`config.mk`:
```
export PLATFORM = sky130hd
export DESIGN_NAME = sram_adapter_top
export DESIGN_NICKNAME = d
export VERILOG_FILES = /design/src/tl_pkg.sv /design/src/sram_pkg.sv /design/src/req_checker.sv /design/src/sram_lane_map.sv /design/src/sync_fifo.sv /design/src/adapter_ctrl.sv /design/src/sram_adapter_top.sv
export VERILOG_INCLUDE_DIRS = /design/src /design/src/src
export SDC_FILE = /design/constraint.sdc
export NUM_CORES = 1
export LEC_CHECK = 0
export ABC_AREA = 1
export BUFFER_PORTS_ARGS = -buffer_cell sky130_fd_sc_hd__buf_2
export CAP_MARGIN = 40
export CORE_MARGIN = 2
export CORE_UTILIZATION = 30
export CTS_CLUSTER_DIAMETER = 60
export DETAILED_ROUTE_END_ITERATION = 16
export PLACE_DENSITY = 0.65
export SYNTH_ARGS = -nofsm -noshare
export SYNTH_HDL_FRONTEND = slang
export SYNTH_SLANG_ARGS = --single-unit
```
`constraint.sdc`:
```
create_clock -name clk_i -period 3.4 [get_ports clk_i]
set_clock_uncertainty 0.05 [all_clocks]
set_input_delay 0.34 -clock clk_i [delete_from_list [all_inputs] [get_ports clk_i]]
set_output_delay 0.34 -clock clk_i [all_outputs]
set_load 0.01 [all_outputs]
```
`src/sram_adapter_consts.svh`:
```
// SRAM adapter constants
// Bus and SRAM widths, FIFO depth, blanking data and FIFO record widths
`ifndef SRAM_ADAPTER_CONSTS_SVH
`define SRAM_ADAPTER_CONSTS_SVH

// Host bus widths
`define TL_DW 32
`define TL_AW 32
`define TL_SRCW 8
`define TL_SZW 2

// SRAM side, one word holds two bus words
`define SRAM_DW 64
`define SRAM_AW 10

// Entries per FIFO, i.e. requests in flight
`define OUTSTANDING 2

// Returned on errors and on write acks
`define ERR_BLANK_DATA 32'hFFFF_FFFF

// Packed FIFO records: {kind, error, size, source}, {lane, mask}, {data, uerr}
`define REQ_REC_W (1 + 1 + `TL_SZW + `TL_SRCW)
`define LANE_REC_W ($clog2(`SRAM_DW / `TL_DW) + `TL_DW / 8)
`define RSP_REC_W (`TL_DW + 1)

`endif

```
`src/tl_pkg.sv`:
```
// Host bus types
// Opcodes of the A and D channels and the widths of the bus fields
`default_nettype none

`include "sram_adapter_consts.svh"

package tl_pkg;

  // A-channel requests that the adapter knows
  typedef enum logic [2:0] {
    PutFullData    = 3'h0,
    PutPartialData = 3'h1,
    Get            = 3'h4
  } a_opcode_e;

  // D-channel acks, data only on reads
  typedef enum logic [2:0] {
    AccessAck     = 3'h0,
    AccessAckData = 3'h1
  } d_opcode_e;

  typedef logic [`TL_AW-1:0]   tl_addr_t;
  typedef logic [`TL_DW-1:0]   tl_data_t;
  // One bit per byte lane
  typedef logic [`TL_DW/8-1:0] tl_mask_t;
  // log2 of the byte count
  typedef logic [`TL_SZW-1:0]  tl_size_t;
  typedef logic [`TL_SRCW-1:0] tl_source_t;

endpackage

`default_nettype wire

```
`src/sram_pkg.sv`:
```
// SRAM side types
// Word index, wide word, lane offset and the internal request kind
`default_nettype none

`include "sram_adapter_consts.svh"

package sram_pkg;

  // Word index into the SRAM
  typedef logic [`SRAM_AW-1:0] sram_addr_t;

  // Wide data word, also used as bit write mask
  typedef logic [`SRAM_DW-1:0] sram_word_t;

  // Which bus word inside the SRAM word
  typedef logic [$clog2(`SRAM_DW / `TL_DW)-1:0] lane_t;

  // Unknown opcodes travel as reads
  typedef enum logic {
    OpRead  = 1'b0,
    OpWrite = 1'b1
  } req_kind_e;

endpackage

`default_nettype wire

```
`src/req_checker.sv`:
```
// A-channel request checker
// Flags bad opcode, size, alignment and mask of the current request
`timescale 1ns/1ps
`default_nettype none

`include "sram_adapter_consts.svh"

module req_checker (
  input  logic                a_valid_i,
  input  tl_pkg::a_opcode_e   a_opcode_i,
  input  tl_pkg::tl_size_t    a_size_i,
  input  tl_pkg::tl_mask_t    a_mask_i,
  input  tl_pkg::tl_addr_t    a_address_i,
  output logic                err_o
);

  // Full bus word
  localparam tl_pkg::tl_size_t MAX_SIZE = tl_pkg::tl_size_t'($clog2(`TL_DW / 8));

  logic             op_err, size_err, align_err, mask_err, full_err;
  tl_pkg::tl_mask_t lane_mask;

  // Byte lanes covered by size and address
  always_comb begin
    align_err = 1'b0;
    case (a_size_i)
      2'd0: lane_mask = tl_pkg::tl_mask_t'(1) << a_address_i[1:0];
      2'd1: begin
        lane_mask = tl_pkg::tl_mask_t'(2'b11) << {a_address_i[1], 1'b0};
        align_err = a_address_i[0];
      end
      default: begin
        lane_mask = '1;
        align_err = |a_address_i[1:0];
      end
    endcase
  end

  assign op_err   = !(a_opcode_i inside {tl_pkg::Get, tl_pkg::PutFullData,
                                         tl_pkg::PutPartialData});
  assign size_err = a_size_i > MAX_SIZE;
  // No byte enable outside the addressed lanes
  assign mask_err = |(a_mask_i & ~lane_mask);
  // Full put must cover every addressed lane
  assign full_err = (a_opcode_i == tl_pkg::PutFullData) && (a_mask_i != lane_mask);

  assign err_o = a_valid_i & (op_err | size_err | align_err | mask_err | full_err);

endmodule

`default_nettype wire

```
`src/sram_lane_map.sv`:
```
// Lane mapping between the 32-bit bus and the 64-bit SRAM word
// Places write data and mask in a lane, picks and masks read data
`timescale 1ns/1ps
`default_nettype none

`include "sram_adapter_consts.svh"

module sram_lane_map (
  // Request side
  input  tl_pkg::tl_addr_t    a_address_i,
  input  tl_pkg::tl_mask_t    a_mask_i,
  input  tl_pkg::tl_data_t    a_data_i,
  input  logic                we_i,
  output sram_pkg::sram_addr_t addr_o,
  output sram_pkg::lane_t     lane_o,
  output sram_pkg::sram_word_t wdata_o,
  output sram_pkg::sram_word_t wmask_o,
  // Read return side
  input  sram_pkg::lane_t     rd_lane_i,
  input  tl_pkg::tl_mask_t    rd_mask_i,
  input  sram_pkg::sram_word_t rdata_i,
  output tl_pkg::tl_data_t    rd_data_o
);

  localparam int BYTES  = `TL_DW / 8;
  localparam int LANES  = `SRAM_DW / `TL_DW;
  // Byte offset bits, then lane bits, then word index
  localparam int OFF_W  = $clog2(BYTES);
  localparam int LANE_W = $bits(sram_pkg::lane_t);

  logic [LANES-1:0][`TL_DW-1:0] wmask_lanes;
  logic [LANES-1:0][`TL_DW-1:0] wdata_lanes;
  logic [LANES-1:0][`TL_DW-1:0] rdata_lanes;
  tl_pkg::tl_data_t             rd_bitmask;

  assign addr_o = a_address_i[OFF_W+LANE_W +: `SRAM_AW];
  assign lane_o = a_address_i[OFF_W +: LANE_W];

  // Other lanes stay masked off
  always_comb begin
    wmask_lanes = '0;
    wdata_lanes = '0;
    for (int i = 0; i < BYTES; i++) begin
      wmask_lanes[lane_o][8*i +: 8] = {8{a_mask_i[i]}};
      // Data only on enabled bytes of a write
      wdata_lanes[lane_o][8*i +: 8] = (we_i && a_mask_i[i]) ? a_data_i[8*i +: 8] : 8'h00;
    end
  end

  assign wmask_o = wmask_lanes;
  assign wdata_o = wdata_lanes;

  // Byte mask of the original read request
  always_comb begin
    for (int i = 0; i < BYTES; i++) begin
      rd_bitmask[8*i +: 8] = {8{rd_mask_i[i]}};
    end
  end

  assign rdata_lanes = rdata_i;
  // Unrequested bytes read as zero
  assign rd_data_o   = rdata_lanes[rd_lane_i] & rd_bitmask;

endmodule

`default_nettype wire

```
`src/sync_fifo.sv`:
```
// Synchronous FIFO with pointers and a fill count
// Optional pass mode forwards a write through an empty FIFO
`timescale 1ns/1ps
`default_nettype none

module sync_fifo #(
  parameter int WIDTH = 8,
  parameter int DEPTH = 2,
  parameter bit PASS  = 1'b0
) (
  input  logic             clk_i,
  input  logic             rst_ni,
  input  logic             wvalid_i,
  output logic             wready_o,
  input  logic [WIDTH-1:0] wdata_i,
  output logic             rvalid_o,
  input  logic             rready_i,
  output logic [WIDTH-1:0] rdata_o
);

  localparam int PTR_W = (DEPTH > 1) ? $clog2(DEPTH) : 1;
  localparam int CNT_W = $clog2(DEPTH + 1);

  logic [WIDTH-1:0] mem_q [DEPTH];
  logic [PTR_W-1:0] wptr_q, rptr_q;
  logic [CNT_W-1:0] cnt_q;
  logic             empty, full, bypass, push, pop;

  // Wrap at DEPTH, which need not be a power of two
  function automatic logic [PTR_W-1:0] ptr_inc(input logic [PTR_W-1:0] ptr);
    return (ptr == PTR_W'(DEPTH - 1)) ? '0 : ptr + 1'b1;
  endfunction

  assign empty  = (cnt_q == '0);
  assign full   = (cnt_q == CNT_W'(DEPTH));
  assign bypass = PASS & empty;

  assign wready_o = ~full;
  assign rvalid_o = ~empty | (bypass & wvalid_i);
  assign rdata_o  = bypass ? wdata_i : mem_q[rptr_q];

  // A forwarded and consumed write is never stored
  assign push = wvalid_i & ~full & ~(bypass & rready_i);
  assign pop  = rready_i & ~empty;

  always_ff @(posedge clk_i or negedge rst_ni) begin
    if (!rst_ni) begin
      wptr_q <= '0;
      rptr_q <= '0;
      cnt_q  <= '0;
    end else begin
      if (push) begin
        wptr_q <= ptr_inc(wptr_q);
      end
      if (pop) begin
        rptr_q <= ptr_inc(rptr_q);
      end
      cnt_q <= cnt_q + CNT_W'(push) - CNT_W'(pop);
    end
  end

  always_ff @(posedge clk_i) begin
    if (push) begin
      mem_q[wptr_q] <= wdata_i;
    end
  end

endmodule

`default_nettype wire

```
`src/adapter_ctrl.sv`:
```
// Adapter control
// Gates ready and SRAM request, drives FIFO push/pop, assembles the D response
`timescale 1ns/1ps
`default_nettype none

`include "sram_adapter_consts.svh"

module adapter_ctrl (
  // A channel and checker
  input  logic                   a_valid_i,
  input  tl_pkg::a_opcode_e      a_opcode_i,
  input  tl_pkg::tl_size_t       a_size_i,
  input  tl_pkg::tl_mask_t       a_mask_i,
  input  tl_pkg::tl_source_t     a_source_i,
  input  sram_pkg::lane_t        lane_i,
  input  logic                   err_i,
  output logic                   a_ready_o,
  // SRAM request
  input  logic                   gnt_i,
  output logic                   req_o,
  output logic                   we_o,
  // Request FIFO
  output logic                   reqfifo_wvalid_o,
  input  logic                   reqfifo_wready_i,
  output logic [`REQ_REC_W-1:0]  reqfifo_wdata_o,
  input  logic                   reqfifo_rvalid_i,
  output logic                   reqfifo_rready_o,
  input  logic [`REQ_REC_W-1:0]  reqfifo_rdata_i,
  // Read-lane FIFO
  output logic                   lanefifo_wvalid_o,
  input  logic                   lanefifo_wready_i,
  output logic [`LANE_REC_W-1:0] lanefifo_wdata_o,
  output logic                   lanefifo_rready_o,
  // Response FIFO
  output logic                   rspfifo_wvalid_o,
  output logic [`RSP_REC_W-1:0]  rspfifo_wdata_o,
  input  logic                   rspfifo_rvalid_i,
  output logic                   rspfifo_rready_o,
  input  logic [`RSP_REC_W-1:0]  rspfifo_rdata_i,
  // SRAM read return, uncorrectable bit only
  input  logic                   rvalid_i,
  input  logic                   rerror_i,
  input  tl_pkg::tl_data_t       rd_data_i,
  // D channel
  input  logic                   d_ready_i,
  output logic                   d_valid_o,
  output tl_pkg::d_opcode_e      d_opcode_o,
  output tl_pkg::tl_size_t       d_size_o,
  output tl_pkg::tl_source_t     d_source_o,
  output tl_pkg::tl_data_t       d_data_o,
  output logic                   d_error_o
);

  sram_pkg::req_kind_e kind, head_kind;
  logic                head_err, head_rd_ok, rsp_uerr, d_ack;
  tl_pkg::tl_size_t    head_size;
  tl_pkg::tl_source_t  head_source;
  tl_pkg::tl_data_t    rsp_data;

  // Only puts write, anything else answers with data
  assign we_o = a_valid_i & (a_opcode_i inside {tl_pkg::PutFullData, tl_pkg::PutPartialData});
  assign kind = we_o ? sram_pkg::OpWrite : sram_pkg::OpRead;

  // Errors never reach the SRAM but still need a grant-free accept
  assign req_o     = a_valid_i & reqfifo_wready_i & ~err_i;
  assign a_ready_o = (gnt_i | err_i) & reqfifo_wready_i & lanefifo_wready_i;

  // Every accepted request is remembered for ordering
  assign reqfifo_wvalid_o = a_valid_i & a_ready_o;
  assign reqfifo_wdata_o  = {kind, err_i, a_size_i, a_source_i};

  // Lane and mask wait for the granted read's data
  assign lanefifo_wvalid_o = req_o & gnt_i & ~we_o;
  assign lanefifo_wdata_o  = {lane_i, a_mask_i};

  // No back-pressure toward the SRAM, store every return
  assign rspfifo_wvalid_o  = rvalid_i;
  assign rspfifo_wdata_o   = {rd_data_i, rerror_i};
  assign lanefifo_rready_o = rvalid_i;

  // Head of request FIFO
  assign head_kind   = sram_pkg::req_kind_e'(reqfifo_rdata_i[`REQ_REC_W-1]);
  assign head_err    = reqfifo_rdata_i[`REQ_REC_W-2];
  assign head_size   = reqfifo_rdata_i[`TL_SRCW +: `TL_SZW];
  assign head_source = reqfifo_rdata_i[`TL_SRCW-1:0];

  assign rsp_data = rspfifo_rdata_i[1 +: `TL_DW];
  assign rsp_uerr = rspfifo_rdata_i[0];

  // Read that went to the SRAM
  assign head_rd_ok = (head_kind == sram_pkg::OpRead) & ~head_err;

  // Writes and errors answer at once, reads wait for data
  assign d_valid_o = reqfifo_rvalid_i & (~head_rd_ok | rspfifo_rvalid_i);
  assign d_ack     = d_valid_o & d_ready_i;

  assign reqfifo_rready_o = d_ack;
  assign rspfifo_rready_o = d_ack & head_rd_ok;

  assign d_error_o  = d_valid_o & (head_err | (head_rd_ok & rsp_uerr));
  assign d_data_o   = (d_valid_o & head_rd_ok & ~rsp_uerr) ? rsp_data : `ERR_BLANK_DATA;
  assign d_opcode_o = (head_kind == sram_pkg::OpWrite) ? tl_pkg::AccessAck
                                                       : tl_pkg::AccessAckData;
  assign d_size_o   = d_valid_o ? head_size : '0;
  assign d_source_o = d_valid_o ? head_source : '0;

endmodule

`default_nettype wire

```
`src/sram_adapter_top.sv`:
```
// Host bus to wide SRAM adapter
// Checker, lane map, control and request, lane and response FIFOs
`timescale 1ns/1ps
`default_nettype none

`include "sram_adapter_consts.svh"

module sram_adapter_top (
  input  logic                 clk_i,
  input  logic                 rst_ni,
  // A channel
  input  logic                 a_valid_i,
  output logic                 a_ready_o,
  input  tl_pkg::a_opcode_e    a_opcode_i,
  input  tl_pkg::tl_size_t     a_size_i,
  input  tl_pkg::tl_mask_t     a_mask_i,
  input  tl_pkg::tl_addr_t     a_address_i,
  input  tl_pkg::tl_data_t     a_data_i,
  input  tl_pkg::tl_source_t   a_source_i,
  // D channel
  output logic                 d_valid_o,
  input  logic                 d_ready_i,
  output tl_pkg::d_opcode_e    d_opcode_o,
  output tl_pkg::tl_size_t     d_size_o,
  output tl_pkg::tl_source_t   d_source_o,
  output tl_pkg::tl_data_t     d_data_o,
  output logic                 d_error_o,
  // SRAM port
  output logic                 req_o,
  input  logic                 gnt_i,
  output logic                 we_o,
  output sram_pkg::sram_addr_t addr_o,
  output sram_pkg::sram_word_t wdata_o,
  output sram_pkg::sram_word_t wmask_o,
  input  logic                 rvalid_i,
  input  sram_pkg::sram_word_t rdata_i,
  input  logic [1:0]           rerror_i
);

  logic                   err;
  sram_pkg::lane_t        lane;
  tl_pkg::tl_data_t       rd_data;

  logic                   reqfifo_wvalid, reqfifo_wready, reqfifo_rvalid, reqfifo_rready;
  logic [`REQ_REC_W-1:0]  reqfifo_wdata, reqfifo_rdata;
  logic                   lanefifo_wvalid, lanefifo_wready, lanefifo_rready;
  logic [`LANE_REC_W-1:0] lanefifo_wdata, lanefifo_rdata;
  logic                   rspfifo_wvalid, rspfifo_rvalid, rspfifo_rready;
  logic [`RSP_REC_W-1:0]  rspfifo_wdata, rspfifo_rdata;

  req_checker u_checker (
    .a_valid_i  (a_valid_i),
    .a_opcode_i (a_opcode_i),
    .a_size_i   (a_size_i),
    .a_mask_i   (a_mask_i),
    .a_address_i(a_address_i),
    .err_o      (err)
  );

  // Read side takes the lane record at the lane FIFO head
  sram_lane_map u_lane_map (
    .a_address_i(a_address_i),
    .a_mask_i   (a_mask_i),
    .a_data_i   (a_data_i),
    .we_i       (we_o),
    .addr_o     (addr_o),
    .lane_o     (lane),
    .wdata_o    (wdata_o),
    .wmask_o    (wmask_o),
    .rd_lane_i  (lanefifo_rdata[`LANE_REC_W-1 -: $bits(sram_pkg::lane_t)]),
    .rd_mask_i  (lanefifo_rdata[`TL_DW/8-1:0]),
    .rdata_i    (rdata_i),
    .rd_data_o  (rd_data)
  );

  adapter_ctrl u_ctrl (
    .a_valid_i        (a_valid_i),
    .a_opcode_i       (a_opcode_i),
    .a_size_i         (a_size_i),
    .a_mask_i         (a_mask_i),
    .a_source_i       (a_source_i),
    .lane_i           (lane),
    .err_i            (err),
    .a_ready_o        (a_ready_o),
    .gnt_i            (gnt_i),
    .req_o            (req_o),
    .we_o             (we_o),
    .reqfifo_wvalid_o (reqfifo_wvalid),
    .reqfifo_wready_i (reqfifo_wready),
    .reqfifo_wdata_o  (reqfifo_wdata),
    .reqfifo_rvalid_i (reqfifo_rvalid),
    .reqfifo_rready_o (reqfifo_rready),
    .reqfifo_rdata_i  (reqfifo_rdata),
    .lanefifo_wvalid_o(lanefifo_wvalid),
    .lanefifo_wready_i(lanefifo_wready),
    .lanefifo_wdata_o (lanefifo_wdata),
    .lanefifo_rready_o(lanefifo_rready),
    .rspfifo_wvalid_o (rspfifo_wvalid),
    .rspfifo_wdata_o  (rspfifo_wdata),
    .rspfifo_rvalid_i (rspfifo_rvalid),
    .rspfifo_rready_o (rspfifo_rready),
    .rspfifo_rdata_i  (rspfifo_rdata),
    .rvalid_i         (rvalid_i),
    .rerror_i         (rerror_i[1]),
    .rd_data_i        (rd_data),
    .d_ready_i        (d_ready_i),
    .d_valid_o        (d_valid_o),
    .d_opcode_o       (d_opcode_o),
    .d_size_o         (d_size_o),
    .d_source_o       (d_source_o),
    .d_data_o         (d_data_o),
    .d_error_o        (d_error_o)
  );

  // Request order, popped on D ack
  sync_fifo #(.WIDTH(`REQ_REC_W), .DEPTH(`OUTSTANDING), .PASS(1'b0)) u_reqfifo (
    .clk_i   (clk_i),
    .rst_ni  (rst_ni),
    .wvalid_i(reqfifo_wvalid),
    .wready_o(reqfifo_wready),
    .wdata_i (reqfifo_wdata),
    .rvalid_o(reqfifo_rvalid),
    .rready_i(reqfifo_rready),
    .rdata_o (reqfifo_rdata)
  );

  // Lane and mask of reads in flight to the SRAM
  sync_fifo #(.WIDTH(`LANE_REC_W), .DEPTH(`OUTSTANDING), .PASS(1'b0)) u_lanefifo (
    .clk_i   (clk_i),
    .rst_ni  (rst_ni),
    .wvalid_i(lanefifo_wvalid),
    .wready_o(lanefifo_wready),
    .wdata_i (lanefifo_wdata),
    .rvalid_o(),
    .rready_i(lanefifo_rready),
    .rdata_o (lanefifo_rdata)
  );

  // Read data under D back-pressure, pass mode for zero added latency
  sync_fifo #(.WIDTH(`RSP_REC_W), .DEPTH(`OUTSTANDING), .PASS(1'b1)) u_rspfifo (
    .clk_i   (clk_i),
    .rst_ni  (rst_ni),
    .wvalid_i(rspfifo_wvalid),
    .wready_o(),
    .wdata_i (rspfifo_wdata),
    .rvalid_o(rspfifo_rvalid),
    .rready_i(rspfifo_rready),
    .rdata_o (rspfifo_rdata)
  );

endmodule

`default_nettype wire

```
==> metrics.cfg, run 1 <==
[global_route]
grt_usage = 0.147
grt_pass1_wl_mm = 25.6
grt_overflow = 0
grt_pass1_vias = 4997
antenna_found_initial = 1
grt_max_degree = 66

[hold_path]
worstHoldStart = a_source_i[4]
min_to = u_reqfifo.mem_q[1][4]$_DFFE_PP_
hold-path-cell-count = 1
min_path_type = in -> reg

[yosys]
syn_area_um2 = 6450
netlist.area_leader.share = 0.466
synth_edf_count = 100
ys_ff_latch = 112
yosysTopAreaCell = edfxtp_1
ys_types = 31
synth.area.top_cells = edfxtp_1, nor2_1, buf_4
async_flop_share = 0.107
ys.flop_type = edfxtp_1
yosysWarnings = 0
syn_avg_cell_area_um2 = 8.86
yosysSeqAreaShare = 0.512
synth_cells = 728

[finish]
syn_to_final_growth_pct = 24.0
multi_input_area_um2 = 2180
mostFrequentLayoutCells = buf_2, nor2_1, nand2_1
fin_util = 0.379
drive_above_1_share = 0.361
nets = 1107
nFillCells = 2166
seq_area_um2 = 3300
layout_commonest_cell = buf_2

[run]
drv_cap = 0

[drt]
wl_mm = 17.6
viasPerCell = 4.52
vias = 5531
drt_pass1_iterations = 4
wl_per_cell_um = 14.3
drtIter0Drc = 224
drc = 0
drtAntennaViolNets = 0

[outcome]
outcome = complete, no violations

[critical_path]
crit_required_ns = 3.01
critPathArrivalTime_ns = 2.25
cp_max_fo = 32
critPathKind = reg -> out
ff2ff_setup_slack_ns = 1.14
rr_endpoint = u_reqfifo.cnt_q[1]$_DFF_PN0_
worstRegToRegCells = 11
r2r-start = u_reqfifo.rptr_q$_DFFE_PN0P_
critical_path.endpoint_type = primary output
start_kind = flop

[pwr]
powerDensity_nw_per_um2 = 684
p_leak_nw = 3.77
ir_drop_mv = 0.409
finalPower_mw = 5.47

[sta]
maxSlewHeadroom = 0.567
setup_viol = 0
final.period_utilization = 0.776
timing.fmax_ghz = 0.379
tightest_slew_ns = 0.650
rsz0062_at_grt = false
hold_violations = 0
holdWs_ns = 0.129
drv_slew = 0
layout_setup_ws_ns = 0.762
fin_crit_ns = 2.64
fin_tns_setup_ns = 0

[clock_tree]
clock-sinks = 112
clk_path_buf_depth = 2
clkLatencyLatePin_ns = 0.34
clk_pin_slew_ns = 0.08
htree_levels = 3
cts_root_buffer = clkbuf_16
cts_buffers = 9
cts_resized = 0
cts_tree = built

[placement]
dp.final_hpwl_mm = 12.6
pre_cts_ws_ns = 0.919
port_buffers = 298
gp_congestion = 0.820

[die]
die-area_um2 = 22700
start_util = 0.306
core_area_um2 = 21100
num_rows = 53
chipHeight_um = 151
die_w_um = 151
io_pins = 341

synth_stat cells, types with 11 or more instances:
cell / n
a21oi_1: 20
nor2_1: 148
o311ai_1: 31
buf_4: 72
inv_1: 70
buf_2: 11
dfrtp_1: 12
clkbuf_1: 21
edfxtp_1: 100
o21ai_0: 33
nand2_1: 101
nor3_1: 61
registers in the layout, indices dropped and copies added (netlist names), 2 cells and up:
| signal | cells |
|---|---|
| u_lanefifo.cnt_q | 2 |
| u_rspfifo.cnt_q | 2 |
| u_lanefifo.mem_q | 10 |
| u_reqfifo.cnt_q | 2 |
| u_rspfifo.mem_q | 66 |
| u_reqfifo.mem_q | 24 |
area by class of cell:
| type | count | share of cell area |
|---|---|---|
| Antenna cell | 1 | 0.000313 |
| Inverter | 74 | 0.0347 |
| Timing Repair Buffer | 311 | 0.199 |
| Tap cell | 275 | 0.0430 |
| Clock buffer | 9 | 0.0282 |
| Clock inverter | 7 | 0.00876 |
| Multi-Input combinational cell | 436 | 0.273 |
| Sequential cell | 112 | 0.413 |
report_power, final:
| part | switching [mW] | internal (mW) | total [mW] | leakage, nW |
|---|---|---|---|---|
| Sequential | 0.124 | 1.99 | 2.12 | 1.07 |
| Combinational | 1.60 | 0.721 | 2.32 | 2.55 |
| Clock | 0.515 | 0.520 | 1.03 | 0.147 |
| Total | 2.24 | 3.23 | 5.47 | 3.77 |
what timing repair did:
action                    4_1_cts  5_1_grt
setup buffers                   0        0
hold buffers                    1        0
hold endpoints to repair       12        0
critical path: stages (launching register included):
cell and delay [ns]:
dfrtp_1 0.47, inv_2 0.09, nand2_1 0.06, nand2_1 0.07, inv_2 0.46, nor2_1 0.08, nor2_1 0.26, nand2_1 0.08
o311ai_1 0.11, buf_2 0.20
worst max path at each step:
stage	endpoint	startpoint	slack [ns]	depth (start not counted)
after floorplan	u_rspfifo.mem_q[0][0]$_DFFE_PP_	u_reqfifo.cnt_q[1]$_DFF_PN0_	0.55	6
after global placement	u_reqfifo.mem_q[0][7]$_DFFE_PP_	a_size_i[0]	0.91	14
after detailed placement	u_reqfifo.mem_q[0][7]$_DFFE_PP_	a_size_i[0]	0.92	14
after CTS	d_data_o[14]	u_lanefifo.rptr_q$_DFFE_PN0P_	0.70	9
after global routing	d_data_o[16]	u_lanefifo.rptr_q$_DFFE_PN0P_	0.50	9
final	d_data_o[17]	u_lanefifo.rptr_q$_DFFE_PN0P_	0.76	9
cell families after synthesis:
group / Yosys count / synth area share
DFF: 112 / 0.512
and+or+nand+nor: 326 / 0.213
other: 1 / 0.000582
xor gates and xnor gates: 11 / 0.0149
adders and majority gates: 10 / 0.0194
AOI/OAI and AO/OA: 87 / 0.0867
buffers and inverters: 181 / 0.153
metrics by stage:
step | cells | cell area (um2)
floorplan | 729 | 6450
global placement | 1207 | 7690
detailed placement | 1207 | 7690
CTS | 1224 | 7990
global route | 1225 | 8000
finish | 1225 | 8000
routing by layer:
metal  GRT usage  wire length [um]  up-vias
met3      0.0261              1270       14
met4      0.0439               198        0
li1            -                 -     2783
met5           0                 0        -
met2       0.265              8930      237
met1       0.179              7160     2497
No activity file was read; power rests on OpenSTA's default activity.
==> run 2, diff against run 1 <==
- ABC_AREA: 1 -> 0
- PLACE_DENSITY: 0.65 -> 0.67
- clock period: 3.4 -> 2.2 ns (I/O delays scaled with it)
==> metrics.cfg, run 2 <==
[clock_tree]
clkLatencyLatePin_ns = 0.35  ; about the same
htree_levels = 3  ; unchanged
cts_buffers = 9  ; unchanged
clk_path_buf_depth = 2  ; unchanged
cts_root_buffer = clkbuf_16
clock-sinks = 112  ; unchanged
clk_pin_slew_ns = 0.08  ; about the same
cts_tree = built

[finish]
nets = 1008  ; -8.9%
fin_cells = 1130  ; -7.8%
mostFrequentLayoutCells = buf_2, edfxtp_1, and3_1
syn_to_final_growth_pct = 38.5
reg_top3 = u_rspfifo.mem_q (66), u_reqfifo.mem_q (24), u_lanefifo.mem_q (10)
diodes = 0  ; -1
largest_register_ffs = 66  ; unchanged
nFillCells = 2028  ; -6.4%
layout_commonest_cell = buf_2
multi_input_area_um2 = 2930  ; +34%
drive_above_1_share = 0.520  ; +0.159
stdcell_area_um2 = 9130  ; +14%
seq_area_um2 = 3300  ; about the same
max_flop_register = u_rspfifo.mem_q

[drt]
vias = 5237  ; -5.3%
drtIter0Drc = 234  ; +4.5%
wl_per_cell_um = 15.7  ; +9.7%
drt_pass1_iterations = 5  ; +1
drc = 0  ; unchanged
drtAntennaViolNets = 0  ; unchanged
viasPerCell = 4.63  ; +2.6%
wl_mm = 17.8  ; +1.2%

[pwr]
finalPower_mw = 9.30  ; +70%
p_leak_nw = 4.24  ; +12%
powerDensity_nw_per_um2 = 1020  ; +49%
ir_drop_mv = 0.421  ; +3.0%

[critical_path]
path_common_cell = buf_12
critPathKind = reg -> out
cp_max_fo = 13  ; -59%
crit_family = multiplexers
worstRegToRegCells = 6  ; -5
r2r-start = u_reqfifo.mem_q[1][11]$_DFFE_PP_
critPathArrivalTime_ns = 2.14  ; -0.11 ns
crit_chain = mux2i_4 -> buf_12 -> buf_12 -> mux2i_2 -> o22ai_1 -> or2_1 -> buf_2
ff2ff_setup_slack_ns = 0.01  ; -1.13 ns
path_buf_inv = 3  ; unchanged
rr_endpoint = u_rspfifo.mem_q[1][1]$_DFFE_PP_
start_kind = flop
slowest_delay_ns = 0.40  ; -0.07 ns
crit_required_ns = 1.93  ; -1.08 ns
critical_path.endpoint_type = primary output
cp_slowest_cell = dfrtp_1

[placement]
gp_congestion = 0.813  ; -0.87%
port_buffers = 298  ; unchanged
place_area_um2 = 8200  ; +6.7%
dp.cells = 1090  ; -9.7%
dp.final_hpwl_mm = 12.6  ; about the same

[global_route]
grt_pass1_wl_mm = 26.8  ; +4.8%
grt_usage = 0.144  ; -0.00316
antenna_found_initial = 0  ; -1
grt_max_degree = 34  ; -48%
grt_overflow = 0  ; unchanged
grt_pass1_vias = 5224  ; +4.5%

[sta]
holdWs_ns = 0.0144  ; -0.114 ns
timing.fmax_ghz = 0.414
layout_setup_ws_ns = -0.215  ; -0.977 ns
tightest_slew_ns = 0.538  ; -0.112 ns
fin_tns_setup_ns = -4.55  ; -4.55 ns
maxSlewHeadroom = 0.638  ; +0.0709
drv_slew = 0  ; unchanged
setup_viol = 32  ; +32
fin_crit_ns = 2.41
hold_violations = 0  ; unchanged
rsz0062_at_grt = true
final.period_utilization = 1.10

[die]
start_util = 0.304  ; -0.00201
chipHeight_um = 152  ; +1.1%
num_rows = 54  ; +1.9%
die_w_um = 152  ; +1.1%
core_area_um2 = 21700  ; +2.8%
die-area_um2 = 23200  ; +2.1%
io_pins = 341  ; unchanged

[yosys]
synth_cells = 567  ; -22%
async_flop_share = 0.107  ; unchanged
yosysWarnings = 0  ; unchanged
netlist.area_leader.share = 0.456  ; -0.00991
synth.area.top_cells = edfxtp_1, mux2i_1, buf_4
ys_ff_latch = 112  ; unchanged
ys_top_cells_by_count = edfxtp_1, mux2i_1, buf_4
ys.flop_type = edfxtp_1
ys_types = 46  ; +48%
synth_edf_count = 100  ; unchanged
yosysTopAreaCell = edfxtp_1
synth.most_common_cell = edfxtp_1
syn_avg_cell_area_um2 = 11.6  ; +31%
yosysSeqAreaShare = 0.501  ; -0.0109
syn_area_um2 = 6590  ; +2.2%

[hold_path]
min_path_type = in -> reg
worstHoldStart = a_source_i[2]
min_to = u_reqfifo.mem_q[0][2]$_DFFE_PP_
hold-path-cell-count = 1  ; unchanged

[run]
drv_cap = 0  ; unchanged

[outcome]
failed_checks = negative setup slack
outcome = finished, violations left

[run 2: cell types whose count changed after synthesis, sizes merged, moves of 28 or more]
| cell | change |
|---|---|
| inv | -61 |
| o311ai | -31 |
| nand2 | -101 |
| nor3 | -62 |
| or2 | +32 |
| o22ai | +32 |
| and3 | +66 |
| mux2i | +82 |
| o21ai | -28 |
| nor2 | -99 |
[run 2: worst max-delay path by stage]
| stage | start | to | cells past startpoint |
|---|---|---|---|
| after detailed placement | a_address_i[1] | u_lanefifo.mem_q[0][4]$_DFFE_PP_ | 10 |
| after global placement | a_address_i[1] | u_lanefifo.mem_q[0][1]$_DFFE_PP_ | 10 |
| final | u_lanefifo.rptr_q$_DFFE_PN0P_ | d_data_o[15] | 7 |
| after CTS | u_lanefifo.rptr_q$_DFFE_PN0P_ | d_data_o[15] | 7 |
| after floorplan | a_address_i[1] | u_reqfifo.cnt_q[1]$_DFF_PN0_ | 10 |
| after global routing | u_lanefifo.rptr_q$_DFFE_PN0P_ | d_data_o[7] | 7 |
[run 2: kinds of logic (layout without fill, tap and decap cells)]
logic type               Yosys count  after routing  share of synthesized area
buffers and inverters            112            394                      0.112
multiplexers                      82             82                      0.134
other                              1              2                   0.000569
AO/OA/AOI/OAI                     52             52                     0.0570
adder cells (fa/ha/maj)           10             10                     0.0190
AND/OR/NAND/NOR                  186            186                      0.160
flip-flops                       112            112                      0.501
XOR/XNOR                          12             12                     0.0160
[run 2: through the flow]
stage | utilization | setup WS (ns)
6_report | 0.421 | -0.215
3_3_place_gp | 0.378 | -0.164
4_1_cts | 0.403 | -0.216
5_1_grt | 0.421 | -0.317
3_5_place_dp | 0.378 | -0.173
2_1_floorplan | - | -0.0489
[run 2: repair_timing]
item | 4_1_cts | 5_1_grt
hold endpoints to repair | 18 | 4
pin swaps | 0 | 12
hold buffers | 4 | 2
buffers inserted | 8 | 7
gates cloned | 0 | 3
setup endpoints to repair | 44 | 80
resized for setup | 33 | 42
[run 2: worst register-to-register path, stage by stage, from the launching register on]
cell	delay [ns]
edfxtp_1	0.43
or3b_4	0.44
buf_6	0.15
a2111oi_4	0.39
nor2_2	0.09
and2_4	0.23
clkbuf_16	0.18
[run 2: cell type report]
class                   count  area share
flip-flops and latches    112       0.362
multi-input cells         344       0.321
repair buffers            366       0.241
well taps                 280      0.0384
clock buffers               9      0.0247
clock inverters             7     0.00795
inverters                  12     0.00494
[run 2: per-layer routing]
layer / global-route usage / wire length (um) / up-vias
met5: 0 / 0 / -
met3: 0.0247 / 987 / 20
met1: 0.167 / 7120 / 2448
met4: 0.0458 / 336 / 0
met2: 0.268 / 9320 / 226
li1: - / - / 2543
[run 2: power by group]
| group | total, mW | internal [mW] | switching, mW |
|---|---|---|---|
| logic | 4.44 | 2.13 | 2.30 |
| registers | 3.27 | 3.02 | 0.248 |
| clock network | 1.60 | 0.801 | 0.797 |
| total | 9.30 | 5.95 | 3.35 |
==> run 3, diff against run 2 <==
- CORE_AREA: not set -> 2 2 132 134
- CORE_MARGIN: 2 -> not set
- CORE_UTILIZATION: 30 -> not set
- DIE_AREA: not set -> 0 0 134 136
- PLACE_DENSITY: 0.67 -> 0.82
==> metrics.cfg, run 3 (synthesized netlist as in run 2, its figures left out) <==
[outcome]
outcome = finished, violations left
failed_checks = negative setup slack

[critical_path]
crit_chain = mux2i_4 -> buf_6 -> buf_16 -> mux2i_4 -> o22ai_1 -> or2_1 -> buf_2
crit_required_ns = 1.93  ; about the same
path_common_cell = mux2i_4
cp_max_fo = 8  ; -5
critPathKind = reg -> out
path_buf_inv = 3  ; unchanged
critical_path.endpoint_type = primary output
critPathArrivalTime_ns = 2.17  ; +0.03 ns
crit_family = multiplexers
slowest_delay_ns = 0.40  ; about the same
start_kind = flop
cp_slowest_cell = dfrtp_1

[sta]
timing.fmax_ghz = 0.410  ; -0.90%
fin_crit_ns = 2.44  ; +0.0219 ns
final.period_utilization = 1.11  ; +0.00998
tightest_slew_ns = 0.613  ; +0.0750 ns
rsz0062_at_grt = true
holdWs_ns = 0.0115  ; -0.00285 ns
setup_viol = 32  ; unchanged
hold_violations = 0  ; unchanged
maxSlewHeadroom = 0.591  ; -0.0462
layout_setup_ws_ns = -0.236  ; -0.0219 ns
fin_tns_setup_ns = -6.03  ; -1.48 ns
drv_slew = 0  ; unchanged

[die]
num_rows = 48  ; -11%
start_util = 0.390  ; +0.0866
chipHeight_um = 136  ; -11%
io_pins = 341  ; unchanged
core_area_um2 = 16900  ; -22%
die_w_um = 134  ; -12%
die-area_um2 = 18200  ; -21%

[pwr]
finalPower_mw = 9.31  ; about the same
powerDensity_nw_per_um2 = 1030  ; +0.73%
p_leak_nw = 4.22  ; -0.32%
ir_drop_mv = 0.520  ; +23%

[finish]
max_flop_register = u_rspfifo.mem_q
reg_top3 = u_rspfifo.mem_q (66), u_reqfifo.mem_q (24), u_lanefifo.mem_q (10)
mostFrequentLayoutCells = buf_2, edfxtp_1, and3_1
largest_register_ffs = 66  ; unchanged
diodes = 0  ; unchanged
layout_commonest_cell = buf_2
fin_cells = 1070  ; -5.3%
nets = 1003  ; -0.50%
fin_util = 0.537  ; +0.116
syn_to_final_growth_pct = 37.6
stdcell_area_um2 = 9070  ; -0.64%
drive_above_1_share = 0.525  ; +0.00544

[clock_tree]
clkLatencyLatePin_ns = 0.34  ; about the same
clk_path_buf_depth = 2  ; unchanged
clk_pin_slew_ns = 0.07  ; about the same
cts_tree = built
cts_root_buffer = clkbuf_16
cts_buffers = 9  ; unchanged
clock-sinks = 112  ; unchanged
htree_levels = 3  ; unchanged

[placement]
place_area_um2 = 8060  ; -1.8%
pre_cts_ws_ns = -0.190  ; -0.0176 ns
gp_congestion = 0.805  ; -0.92%
port_buffers = 298  ; unchanged
dp.cells = 1025  ; -6.0%
dp.final_hpwl_mm = 12.8  ; +1.9%

[global_route]
use_met3 = 0.0354  ; +0.0107
grt_max_degree = 37  ; +8.8%
antenna_found_initial = 0  ; unchanged
grt-busiest-layer = met2
grt_overflow = 0  ; unchanged
use_met1 = 0.218  ; +0.0508
grt_usage = 0.190  ; +0.0466
grt.met2_usage = 0.352  ; +0.0843
grt_pass1_vias = 5141  ; -1.6%
grt_pass1_wl_mm = 26.7  ; -0.33%

[hold_path]
min_path_type = in -> reg

[drt]
vias = 5282  ; +0.86%
wl_per_cell_um = 17.9  ; +14%
drc = 0  ; unchanged
drtIter0Drc = 343  ; +47%
drtAntennaViolNets = 0  ; unchanged
viasPerCell = 4.94  ; +6.5%
wl_mm = 19.2  ; +8.0%
drt_pass1_iterations = 4  ; -1

[run]
drv_cap = 0  ; unchanged

-- run 3: final cells by class --
cell class | instances | area, um2
Timing Repair Buffer | 361 | 2160
Clock inverter | 5 | 38.8
Multi-Input combinational cell | 344 | 2990
Tap cell | 225 | 282
Clock buffer | 11 | 253
Fill cell | 1391 | 7810
Sequential cell | 112 | 3300
Inverter | 12 | 45.0
-- run 3: report_power, final --
| part | internal (mW) | switching [mW] | leakage (nW) | total, mW |
|---|---|---|---|---|
| Combinational | 2.09 | 2.36 | 3.01 | 4.44 |
| Clock | 0.839 | 0.736 | 0.138 | 1.57 |
| Sequential | 3.02 | 0.267 | 1.08 | 3.29 |
-- run 3: worst paths after layout --
kind	startpoint	to	slack, ns	cells after the start
max	u_lanefifo.rptr_q$_DFFE_PN0P_	d_data_o[2]	-0.24	7
min	a_source_i[0]	u_reqfifo.mem_q[0][0]$_DFFE_PP_	0.01	1
max reg2reg	u_reqfifo.mem_q[0][11]$_DFFE_PP_	u_rspfifo.mem_q[1][8]$_DFFE_PP_	0.13	5
min reg2reg	u_lanefifo.wptr_q$_DFFE_PN0N_	u_lanefifo.wptr_q$_DFFE_PN0N_	0.44	1
max in group asynchronous	rst_ni	u_rspfifo.rptr_q$_DFFE_PN0P_	1.60	2
min in group asynchronous	rst_ni	u_reqfifo.wptr_q$_DFFE_PN0N_	0.25	2
-- run 3: metal layers --
metal  part of all wire  vias to the layer above
li1                   -                     2528
met1               0.39                     2511
met2               0.53                      213
met3              0.059                       30
met4              0.026                        0
met5                  0                        -
-- run 3: timing repair --
item | CTS | global route
hold buffers | 2 | 0
gates cloned | 3 | 0
hold endpoints to repair | 14 | 0
pin swaps | 1 | 16
gates resized for setup | 44 | 39
setup endpoints to repair | 45 | 51
setup buffers | 14 | 12
